==> src/common/aipPkg.sv <==
package aipPkg;

  // Host and memory word size
  localparam int DataWidth = 32;
  localparam int ConfigWidth = 5;

  // Address field carried in the low bits of the host data word
  localparam int MaxAddrWidth = 16;

  typedef logic [DataWidth-1:0] data_t;

  localparam data_t IpId = 32'h1000500A;

  // Host configuration codes
  typedef enum logic [ConfigWidth-1:0] {
    CodeMemInData  = 5'd0,
    CodeMemInAddr  = 5'd1,
    CodeMemOutData = 5'd2,
    CodeMemOutAddr = 5'd3,
    CodeConfData   = 5'd4,
    CodeConfAddr   = 5'd5,
    CodeStatus     = 5'd30,
    CodeId         = 5'd31
  } configCode_e;

  // Host read source
  typedef enum logic [1:0] {
    SelMemOut = 2'd0,
    SelNone   = 2'd1,
    SelStatus = 2'd2,
    SelId     = 2'd3
  } readSel_e;

  // Status word layout
  localparam int StatusBusyBit = 0;
  localparam int StatusMaskBit = 8;
  localparam int StatusDoneBit = 16;

endpackage

==> src/ram/aipDualPortRam.sv <==
`timescale 1ns/1ps

module aipDualPortRam #(
  parameter int AddrWidth = 5
) (
  input  logic                 clk,
  input  logic                 wrEn_i,
  input  logic [AddrWidth-1:0] wrAddr_i,
  input  aipPkg::data_t        wrData_i,
  input  logic [AddrWidth-1:0] rdAddr_i,
  output aipPkg::data_t        rdData_o
);
  import aipPkg::*;

  data_t mem [2**AddrWidth];

  always_ff @(posedge clk) begin
    if (wrEn_i) begin
      mem[wrAddr_i] <= wrData_i;
    end
  end

  // Asynchronous read
  assign rdData_o = mem[rdAddr_i];

endmodule

==> src/rtl/aipConfigBank.sv <==
`timescale 1ns/1ps

module aipConfigBank #(
  parameter int ConfRegCount = 2,
  localparam int ConfAddrWidth = (ConfRegCount > 1) ? $clog2(ConfRegCount) : 1
) (
  input  logic                                      clk,
  input  logic                                      rst,
  input  logic                                      wrEn_i,
  input  logic [ConfAddrWidth-1:0]                  wrAddr_i,
  input  aipPkg::data_t                             wrData_i,
  output logic [ConfRegCount*aipPkg::DataWidth-1:0] confData_o
);
  import aipPkg::*;

  data_t confRegs [ConfRegCount];

  always_ff @(posedge clk or negedge rst) begin
    if (!rst) begin
      for (int i = 0; i < ConfRegCount; i++) begin
        confRegs[i] <= '0;
      end
    end else if (wrEn_i && (int'(wrAddr_i) < ConfRegCount)) begin
      confRegs[wrAddr_i] <= wrData_i;  // Out-of-range index dropped
    end
  end

  // Word 0 in the low bits
  always_comb begin
    for (int i = 0; i < ConfRegCount; i++) begin
      confData_o[i*DataWidth +: DataWidth] = confRegs[i];
    end
  end

endmodule

==> src/rtl/aipCtrl.sv <==
`timescale 1ns/1ps

module aipCtrl #(
  parameter int MemInAddrWidth = 5,
  parameter int MemOutAddrWidth = 6,
  parameter int ConfRegCount = 2,
  localparam int ConfAddrWidth = (ConfRegCount > 1) ? $clog2(ConfRegCount) : 1
) (
  input  logic                            clk,
  input  logic                            rst,
  input  logic                            en_i,
  input  aipPkg::configCode_e             config_i,
  input  logic                            write_i,
  input  logic                            read_i,
  input  logic [aipPkg::MaxAddrWidth-1:0] addr_i,
  output logic                            memInWrEn_o,
  output logic [MemInAddrWidth-1:0]       memInWrAddr_o,
  output logic [MemOutAddrWidth-1:0]      memOutRdAddr_o,
  output logic                            confWrEn_o,
  output logic [ConfAddrWidth-1:0]        confWrAddr_o,
  output logic                            statusWrEn_o,
  output aipPkg::readSel_e                readSel_o
);
  import aipPkg::*;

  localparam logic [ConfAddrWidth-1:0] ConfLast = ConfAddrWidth'(ConfRegCount - 1);

  logic [MemInAddrWidth-1:0]  memInPtr;
  logic [MemOutAddrWidth-1:0] memOutPtr;
  logic [ConfAddrWidth-1:0]   confPtr;

  logic memInAddrSet;
  logic memOutAddrSet;
  logic memOutRead;
  logic confAddrSet;

  // Write strobes decoded from the code
  assign memInWrEn_o   = write_i && (config_i == CodeMemInData);
  assign confWrEn_o    = write_i && (config_i == CodeConfData);
  assign statusWrEn_o  = write_i && (config_i == CodeStatus);
  assign memInAddrSet  = write_i && (config_i == CodeMemInAddr);
  assign memOutAddrSet = write_i && (config_i == CodeMemOutAddr);
  assign confAddrSet   = write_i && (config_i == CodeConfAddr);
  assign memOutRead    = read_i && (config_i == CodeMemOutData);

  always_comb begin
    case (config_i)
      CodeMemOutData: readSel_o = SelMemOut;
      CodeStatus:     readSel_o = SelStatus;
      CodeId:         readSel_o = SelId;
      default:        readSel_o = SelNone;
    endcase
  end

  always_ff @(posedge clk or negedge rst) begin
    if (!rst) begin
      memInPtr  <= '0;
      memOutPtr <= '0;
      confPtr   <= '0;
    end else if (en_i) begin
      if (memInAddrSet) begin
        memInPtr <= addr_i[MemInAddrWidth-1:0];
      end else if (memInWrEn_o) begin
        memInPtr <= memInPtr + MemInAddrWidth'(1);  // Wraps at depth
      end

      if (memOutAddrSet) begin
        memOutPtr <= addr_i[MemOutAddrWidth-1:0];
      end else if (memOutRead) begin
        memOutPtr <= memOutPtr + MemOutAddrWidth'(1);
      end

      if (confAddrSet) begin
        confPtr <= addr_i[ConfAddrWidth-1:0];
      end else if (confWrEn_o) begin
        // Back to word 0 after the last register
        if (confPtr >= ConfLast) begin
          confPtr <= '0;
        end else begin
          confPtr <= confPtr + ConfAddrWidth'(1);
        end
      end
    end
  end

  assign memInWrAddr_o  = memInPtr;
  assign memOutRdAddr_o = memOutPtr;
  assign confWrAddr_o   = confPtr;

endmodule

==> src/rtl/aipReadback.sv <==
`timescale 1ns/1ps

module aipReadback (
  input  logic             clk,
  input  logic             rst,
  input  logic             statusWrEn_i,
  input  aipPkg::data_t    data_i,
  input  aipPkg::readSel_e readSel_i,
  input  aipPkg::data_t    memOutData_i,
  input  logic             coreBusy_i,
  input  logic             coreDone_i,
  output aipPkg::data_t    dataOut_o,
  output logic             intAIP_o
);
  import aipPkg::*;

  logic  maskReg;
  logic  doneReg;
  logic  intReg;
  data_t statusWord;

  always_ff @(posedge clk or negedge rst) begin
    if (!rst) begin
      maskReg <= 1'b0;
    end else if (statusWrEn_i) begin
      maskReg <= data_i[StatusMaskBit];
    end
  end

  // Set by the core, cleared by the host
  always_ff @(posedge clk or negedge rst) begin
    if (!rst) begin
      doneReg <= 1'b0;
    end else if (coreDone_i) begin
      doneReg <= 1'b1;  // Core wins over a clear
    end else if (statusWrEn_i && data_i[StatusDoneBit]) begin
      doneReg <= 1'b0;
    end
  end

  always_ff @(posedge clk or negedge rst) begin
    if (!rst) begin
      intReg <= 1'b0;
    end else begin
      intReg <= doneReg & maskReg;
    end
  end

  assign intAIP_o = intReg;

  always_comb begin
    statusWord = '0;
    statusWord[StatusBusyBit] = coreBusy_i;
    statusWord[StatusMaskBit] = maskReg;
    statusWord[StatusDoneBit] = doneReg;
  end

  // Host read mux
  always_comb begin
    case (readSel_i)
      SelMemOut: dataOut_o = memOutData_i;
      SelStatus: dataOut_o = statusWord;
      SelId:     dataOut_o = IpId;
      default:   dataOut_o = '0;
    endcase
  end

endmodule

==> src/rtl/aipWrapper.sv <==
`timescale 1ns/1ps

module aipWrapper #(
  parameter int MemInAddrWidth = 5,
  parameter int MemOutAddrWidth = 6,
  parameter int ConfRegCount = 2
) (
  input  logic                                  clk,
  input  logic                                  rst,
  input  logic                                  en_i,
  input  aipPkg::configCode_e                   config_i,
  input  aipPkg::data_t                         data_i,
  input  logic                                  write_i,
  input  logic                                  read_i,
  input  logic                                  start_i,
  input  logic [MemInAddrWidth-1:0]             memInRdAddr_i,
  input  logic                                  memOutWrEn_i,
  input  logic [MemOutAddrWidth-1:0]            memOutWrAddr_i,
  input  aipPkg::data_t                         memOutWrData_i,
  input  logic                                  coreBusy_i,
  input  logic                                  coreDone_i,
  output aipPkg::data_t                         dataOut_o,
  output logic                                  intAIP_o,
  output aipPkg::data_t                         memInRdData_o,
  output logic [ConfRegCount*aipPkg::DataWidth-1:0] confData_o,
  output logic                                  coreStart_o
);
  import aipPkg::*;

  localparam int ConfAddrWidth = (ConfRegCount > 1) ? $clog2(ConfRegCount) : 1;

  logic                       memInWrEn;
  logic [MemInAddrWidth-1:0]  memInWrAddr;
  logic [MemOutAddrWidth-1:0] memOutRdAddr;
  data_t                      memOutData;
  logic                       confWrEn;
  logic [ConfAddrWidth-1:0]   confWrAddr;
  logic                       statusWrEn;
  readSel_e                   readSel;

  assign coreStart_o = start_i;  // Start goes straight to the core

  aipCtrl #(
    .MemInAddrWidth (MemInAddrWidth),
    .MemOutAddrWidth(MemOutAddrWidth),
    .ConfRegCount   (ConfRegCount)
  ) ctrl_inst (
    .clk           (clk),
    .rst           (rst),
    .en_i          (en_i),
    .config_i      (config_i),
    .write_i       (write_i),
    .read_i        (read_i),
    .addr_i        (data_i[MaxAddrWidth-1:0]),
    .memInWrEn_o   (memInWrEn),
    .memInWrAddr_o (memInWrAddr),
    .memOutRdAddr_o(memOutRdAddr),
    .confWrEn_o    (confWrEn),
    .confWrAddr_o  (confWrAddr),
    .statusWrEn_o  (statusWrEn),
    .readSel_o     (readSel)
  );

  // Host fills, core reads
  aipDualPortRam #(
    .AddrWidth(MemInAddrWidth)
  ) memIn_inst (
    .clk     (clk),
    .wrEn_i  (memInWrEn),
    .wrAddr_i(memInWrAddr),
    .wrData_i(data_i),
    .rdAddr_i(memInRdAddr_i),
    .rdData_o(memInRdData_o)
  );

  // Core fills, host drains
  aipDualPortRam #(
    .AddrWidth(MemOutAddrWidth)
  ) memOut_inst (
    .clk     (clk),
    .wrEn_i  (memOutWrEn_i),
    .wrAddr_i(memOutWrAddr_i),
    .wrData_i(memOutWrData_i),
    .rdAddr_i(memOutRdAddr),
    .rdData_o(memOutData)
  );

  aipConfigBank #(
    .ConfRegCount(ConfRegCount)
  ) confBank_inst (
    .clk       (clk),
    .rst       (rst),
    .wrEn_i    (confWrEn),
    .wrAddr_i  (confWrAddr),
    .wrData_i  (data_i),
    .confData_o(confData_o)
  );

  aipReadback readback_inst (
    .clk         (clk),
    .rst         (rst),
    .statusWrEn_i(statusWrEn),
    .data_i      (data_i),
    .readSel_i   (readSel),
    .memOutData_i(memOutData),
    .coreBusy_i  (coreBusy_i),
    .coreDone_i  (coreDone_i),
    .dataOut_o   (dataOut_o),
    .intAIP_o    (intAIP_o)
  );

endmodule

==> config.mk <==
export PLATFORM = sky130hd
export DESIGN_NAME = aipWrapper
export DESIGN_NICKNAME = d
export VERILOG_FILES = /design/src/common/aipPkg.sv /design/src/ram/aipDualPortRam.sv /design/src/rtl/aipConfigBank.sv /design/src/rtl/aipCtrl.sv /design/src/rtl/aipReadback.sv /design/src/rtl/aipWrapper.sv
export SDC_FILE = /design/constraint.sdc
export NUM_CORES = 2
export LEC_CHECK = 0
export ABC_AREA = 1
export BUFFER_PORTS_ARGS = -buffer_cell sky130_fd_sc_hd__buf_2
export CAP_MARGIN = 0
export CORE_MARGIN = 2
export CORE_UTILIZATION = 44
export CTS_CLUSTER_DIAMETER = 100
export CTS_CLUSTER_SIZE = 25
export DETAILED_ROUTE_END_ITERATION = 8
export MAX_ROUTING_LAYER = met4
export SLEW_MARGIN = 20
export SYNTH_ARGS = -nofsm -noshare
export SYNTH_HDL_FRONTEND = slang
export SYNTH_HIERARCHICAL = 1
export SYNTH_SLANG_ARGS = --single-unit
export TNS_END_PERCENT = 30
==> constraint.sdc <==
create_clock -name clk -period 2.9 [get_ports clk]
set_input_delay 0.435 -clock clk [delete_from_list [all_inputs] [get_ports clk]]
set_output_delay 0.435 -clock clk [all_outputs]
set_load 0.005 [all_outputs]
Word level (Yosys, flattened, before mapping)
Memories as Yosys holds them, arrays and structs flattened.
Index checks and enable logic that the tools add are counted.
{ "word_totals": {"register_bits": 79, "ramBits": 3072, "output_inout_bits": 130, "elab_cells": 63, "memories": 2} }
{ "mem_list": {"columns": ["name", "depth", "word_bits", "rd", "rd_ports_with_merged_regs", "write_ports", "line", "text"], "rows": [
  ["memOut_inst.mem", 64, 32, 1, 0, 1, "aipDualPortRam.sv:15", "data_t mem [2**AddrWidth];"],
  ["memIn_inst.mem", 32, 32, 1, 0, 1, "aipDualPortRam.sv:15", null]
]} }
{ "op_classes": {"add_sub_neg": 3, "magnitude_cmp": 3, "eq_ne": 9, "n_mux": 18, "n_bitwise": 2, "reduce_logical": 18} }
{ "op_table": {"columns": ["cell", "count"], "rows": [
  ["$pmux 32 s3", 1],
  ["$bwmux 64", 1],
  ["$demux 32 s1", 1],
  ["$mux 32", 1],
  ["$mux 6", 2],
  ["$eq 5x2->1 const B", 2],
  ["$eq 5x3->1 const B", 2],
  ["$eq 5x5->1 const B", 2],
  ["$mux 5", 2],
  ["$logic_and 1x1->1", 9],
  ["$mux 1", 9],
  ["$reduce_bool 2->1", 4],
  ["$add 6x1->6 const B", 1],
  ["$pmux 2 s3", 1],
  ["$reduce_and 2->1", 3],
  ["$add 5x1->5 const B", 1],
  ["$eq 5x1->1 const B", 1],
  ["$logic_not 5->1", 1],
  ["$eq 2x2->1 const B", 2],
  ["$ge 2x2->1 const B", 1],
  ["$logic_not 2->1", 1],
  ["$lt 2x1->1 const B", 1],
  ["$not 1->2", 1],
  ["$add 1x1->1 const B", 1],
  ["2 further kinds", 2]
]} }

Logic depth before layout (Yosys ltp)
{ "logic_depth": {"ltp_word": 6, "mapped_depth": 15, "ltp_nobuf": 11} }

Modules after synthesis
The synthesis kept the hierarchy.
{ "by_module_without_submodules": {"columns": ["module", "n_inst", "cells_per_inst", "area_each_um2"], "rows": [
  ["aipDualPortRam (memOut_inst)", 1, 6737, 82097.5],
  ["aipDualPortRam (memIn_inst)", 1, 3504, 41765.1],
  ["aipConfigBank", 1, 279, 2662.6],
  ["aipCtrl", 1, 141, 934.6],
  ["aipReadback", 1, 85, 412.9],
  ["aipWrapper", 1, 1, 7.5]
]} }

Worst setup path after synthesis
Ideal clock, no wire load.
{ "synth_timing": {"kind": "input-to-reg", "from": "input memOutWrEn_i", "to": "memory memOut_inst/mem[48][0] (netlist bit) (enable)", "setup_ns": 0.502, "arrival_time_ns": 4.063, "required_ns": 2.398, "setup_slack_ns": -1.665, "stages": 3, "n_path_buf": 1, "path_cell_list": "clkbuf_1 -> nand4_1 -> nor4_1"} }
{ "synth_between": {"elab_chain_len": 2} }
{ "synth_lines": {"columns": ["item", "line", "text"], "rows": [
  ["start, declared", "aipWrapper.sv:17", "input logic memOutWrEn_i,"],
  ["$mux 1", "aipDualPortRam.sv:18", "if (wrEn_i) begin"],
  ["$mux 1 (not written as such)", "aipDualPortRam.sv:19", "mem[wrAddr_i] <= wrData_i;"],
  ["end, declared", "aipDualPortRam.sv:15", null]
]} }
Every way passes these cells.

Worst setup path after layout
{ "layout_timing": {"from": "register ctrl_inst.memOutPtr[0], in the netlist ctrl_inst/memOutRdAddr_o[0]", "to": "output dataOut_o[27]"} }
{ "layout_between": {"elab_chain_len": 2} }
{ "layout_lines": {"columns": ["item", "line", "text"], "rows": [
  ["start, declared", "aipCtrl.sv:29", "logic [MemOutAddrWidth-1:0] memOutPtr;"],
  ["start signal, assigned", "aipCtrl.sv:68", "memOutPtr <= addr_i[MemOutAddrWidth-1:0];"],
  ["start signal, assigned", "aipCtrl.sv:70", "memOutPtr <= memOutPtr + MemOutAddrWidth'(1);"],
  ["$mem_v2 64x32", null, null],
  ["via memOutData[27]", "aipWrapper.sv:35", "data_t memOutData;"],
  ["$pmux 32 s3", "aipReadback.sv:60", "case (readSel_i)"],
  ["end, declared", "aipWrapper.sv:22", "output aipPkg::data_t dataOut_o,"]
]} }
The timed path passes the listed nets, and every way through them passes these cells.

==> results.tsv <==
metric	value	unit
status	finished with violations	
RSZ-0062 raised after global routing	yes	
Total Die Area	0.295	mm2
Crit path required time	2.47	ns
asr flop ratio synth	2.51	%
die height	543	um
main flop type after synthesis	edfxtp_1	
CP endpoint kind	primary output	
TritonCTS clock tree	yes	
layout cells sized above 1	12.3	%
endpoints failing setup	32	
GR Overflow Total	0	
DP Wirelength	222	mm
most common library cells after synthesis	nand2_1 (3897), edfxtp_1 (3072), nand3_1 (2765)	
DRT Wirelength	388	mm
synth top area cells	edfxtp_1 (72%), nand2_1 (11%), nand3_1 (11%), dfrtp_1 (1.5%), buf_2 (1.4%)	
Mapped Cells	10700	
final period utilization	131	%
number of flops mapped to enable cells by yosys	3072	
Root Buffer	clkbuf_16	
Max Freq	263	MHz
via count	85800	
hold path depth	1	
total nets after synthesis	10800	
DRT Pass-1 Iters	6	
post-route worst setup slack	-0.899	ns
MaxCap Viol Count	0	
most numerous cell in the Yosys netlist	nand2_1	
GRT Total Usage	26.3	%
Filler Cells Inserted	24700	
die width	543	um
synth warn	6	
worst rel slew slack	35.7	%
Max FO, Critical Path	11	
crit start category	flip-flop	
Top Ports	219	
Final Net Count	11200	
fin crit period	3.80	ns
Area Overhead vs Synth	13.7	%
pre-CTS setup slack	-0.430	ns
Peak VDD IR	0.567	mV
critical path's slowest cell	dfrtp_4	
Reg2Reg Depth	9	
CP delay by family, top	simple AND/OR/NAND/NOR gates	
DR DRC count	0	
Longest Clk Path Bufs	4	
final hold violation count	0	
share of the synthesized area in the top cell type	72.1	%
initial antenna violation count	20	
CTS clk-pin slew, worst paths	0.10	ns
vias in the first global route	80700	
Initial Util	44.3	%
routed vias/inst	5.69	
post-route ant nets	0	
Crit path depth	15	
Iter 0 DRT Violations	10800	
core area	0.289	mm2
Yosys reg bits	3151	
GPL Wtd Cong	0.882	
Power Total	92700	uW
part of the Yosys area used for sequential elements	73.7	%
Yosys cell types	36	
clock latency on the worst-skew pair	0.88	ns
CP cell instances	buf_12, buf_12, buf_6, nand2_1, nand3_1, nand3_1, nand3_1, nand3_1, buf_12, nand2_1, nand2_1, nand2_1, inv_2, nor2_1, buf_2	
crit path buf inv count	6	
Cell Pwr Density	638	mW/mm2
CP arrival	3.36	ns
leading area contributor after synthesis	edfxtp_1	
DR WL/cell	25.7	um
WS Path Type	reg -> out	
max-slew violation count	0	
worst reg2reg setup slack	0.82	ns
Setup Skew	0.0862	ns
CTS buffer count	151	
Leak	0.0524	uW
worst-margin pin slew	0.965	ns
CTS HTree Levels	4	
synthesized area	0.128	mm2
clk sinks	3151	
crit-path max cell delay	0.44	ns
Synth Area per Inst	11.9	um2
number of port buffers	216	
failing checks	setup timing	
Worst Hold Class	in -> reg	
row cnt	197	
global-route wire length before repair	555	mm
largest net degree at the start of global routing	82	
-- sequential cells by signal, indices dropped and copies added, names as in the netlist --
signal and count:
readback_inst/intAIP_o 1, memIn_inst/mem 1024, readback_inst/doneReg 1, readback_inst/maskReg 1, ctrl_inst/memOutRdAddr_o 6, confBank_inst/confData_o 64, ctrl_inst/memInWrAddr_o 5, ctrl_inst/confWrAddr_o 1
memOut_inst/mem 2048
-- area by class of cell --
| type | count | area, um2 | share of cell area, % |
|---|---|---|---|
| Multi-Input combinational cell | 6831 | 30800 | 21.2 |
| Tap cell | 3880 | 4850 | 3.34 |
| Timing Repair Buffer | 923 | 10900 | 7.47 |
| Timing Repair inverter | 2 | 32.5 | 0.0224 |
| Clock inverter | 24 | 298 | 0.205 |
| Inverter | 74 | 360 | 0.248 |
| Antenna cell | 20 | 50.0 | 0.0344 |
| Sequential cell | 3151 | 94200 | 64.8 |
| Clock buffer | 177 | 3900 | 2.68 |
-- per-stage QoR --
step | cell area, um2 | util (%) | hold WS, ns | setup TNS [ns] | cells
floorplan | 128000 | - | 0.139 | -318.99 | 10700
global placement | 139000 | 48.0 | 0.448 | -9.41 | 14800
detailed placement | 139000 | 48.0 | 0.454 | -8.60 | 14800
CTS | 144000 | 49.9 | 0.00506 | -27.57 | 15000
global route | 145000 | 50.4 | 0.0439 | -29.78 | 15100
finish | 145000 | 50.4 | 0.0557 | -26.02 | 15100
-- final timing paths --
| path | startpoint | endpoint |
|---|---|---|
| max in group asynchronous | rst | confBank_inst/confData_o[10] |
| worst max register to register | ctrl_inst/memOutRdAddr_o[0] | ctrl_inst/memOutRdAddr_o[1] |
| worst max-delay path | ctrl_inst/memOutRdAddr_o[0] | dataOut_o[27] |
| worst min register to register | confBank_inst/confData_o[25] | confBank_inst/confData_o[25] |
| min in group asynchronous | rst | confBank_inst/confData_o[20] |
| worst min-delay path | memOutWrData_i[28] | memOut_inst/mem[9][28] |
-- cell usage in the layout (no fill, tap or decap), types with 51 or more instances in the layout --
cell and count:
nand2_1 3831, edfxtp_1 3072, nand3_1 2683, buf_4 362, buf_12 237, buf_2 209
clkbuf_16 172, nor2_4 91, dfrtp_1 73, nand3_2 71, nand2_2 59, inv_1 51
-- cell families (layout without fill, tap and decap cells) --
kind of cell               Yosys count  count (layout)  share of synthesized area, %
and+or+nand+nor                   6816            6816                          22.8
DFF                               3151            3151                          73.7
buffers and inverters              765            1200                          3.41
AOI/OAI and AO/OA                    9               9                        0.0450
xor gates and xnor gates             4               4                        0.0274
adders and majority gates            2               2                        0.0196
other                                0              20                             0
-- power by group --
part           internal, uW  total (uW)  switching [uW]
registers             50200       50500             210
logic                  6630       18300           11700
clock network          9810       24000           14200
-- what timing repair did --
action / 4_1_cts / 5_1_grt
hold buffers: 14 / 0
hold endpoints to repair: 144 / 0
pin swaps: 5 / 13
cloned: 12 / 23
resized for setup: 116 / 157
setup buffers: 10 / 24
endpoints found under the setup margin: 32 / 34
-- routing by layer --
metal | GRT usage [%] | vias up | routed length, um
met3 | 2.99 | 635 | 31500
met4 | 8.77 | 0 | 14300
met5 | - | - | 0
met1 | 34.4 | 42900 | 153000
li1 | - | 38400 | -
met2 | 42.9 | 3844 | 189000
Power figures use the tool's default switching activity.
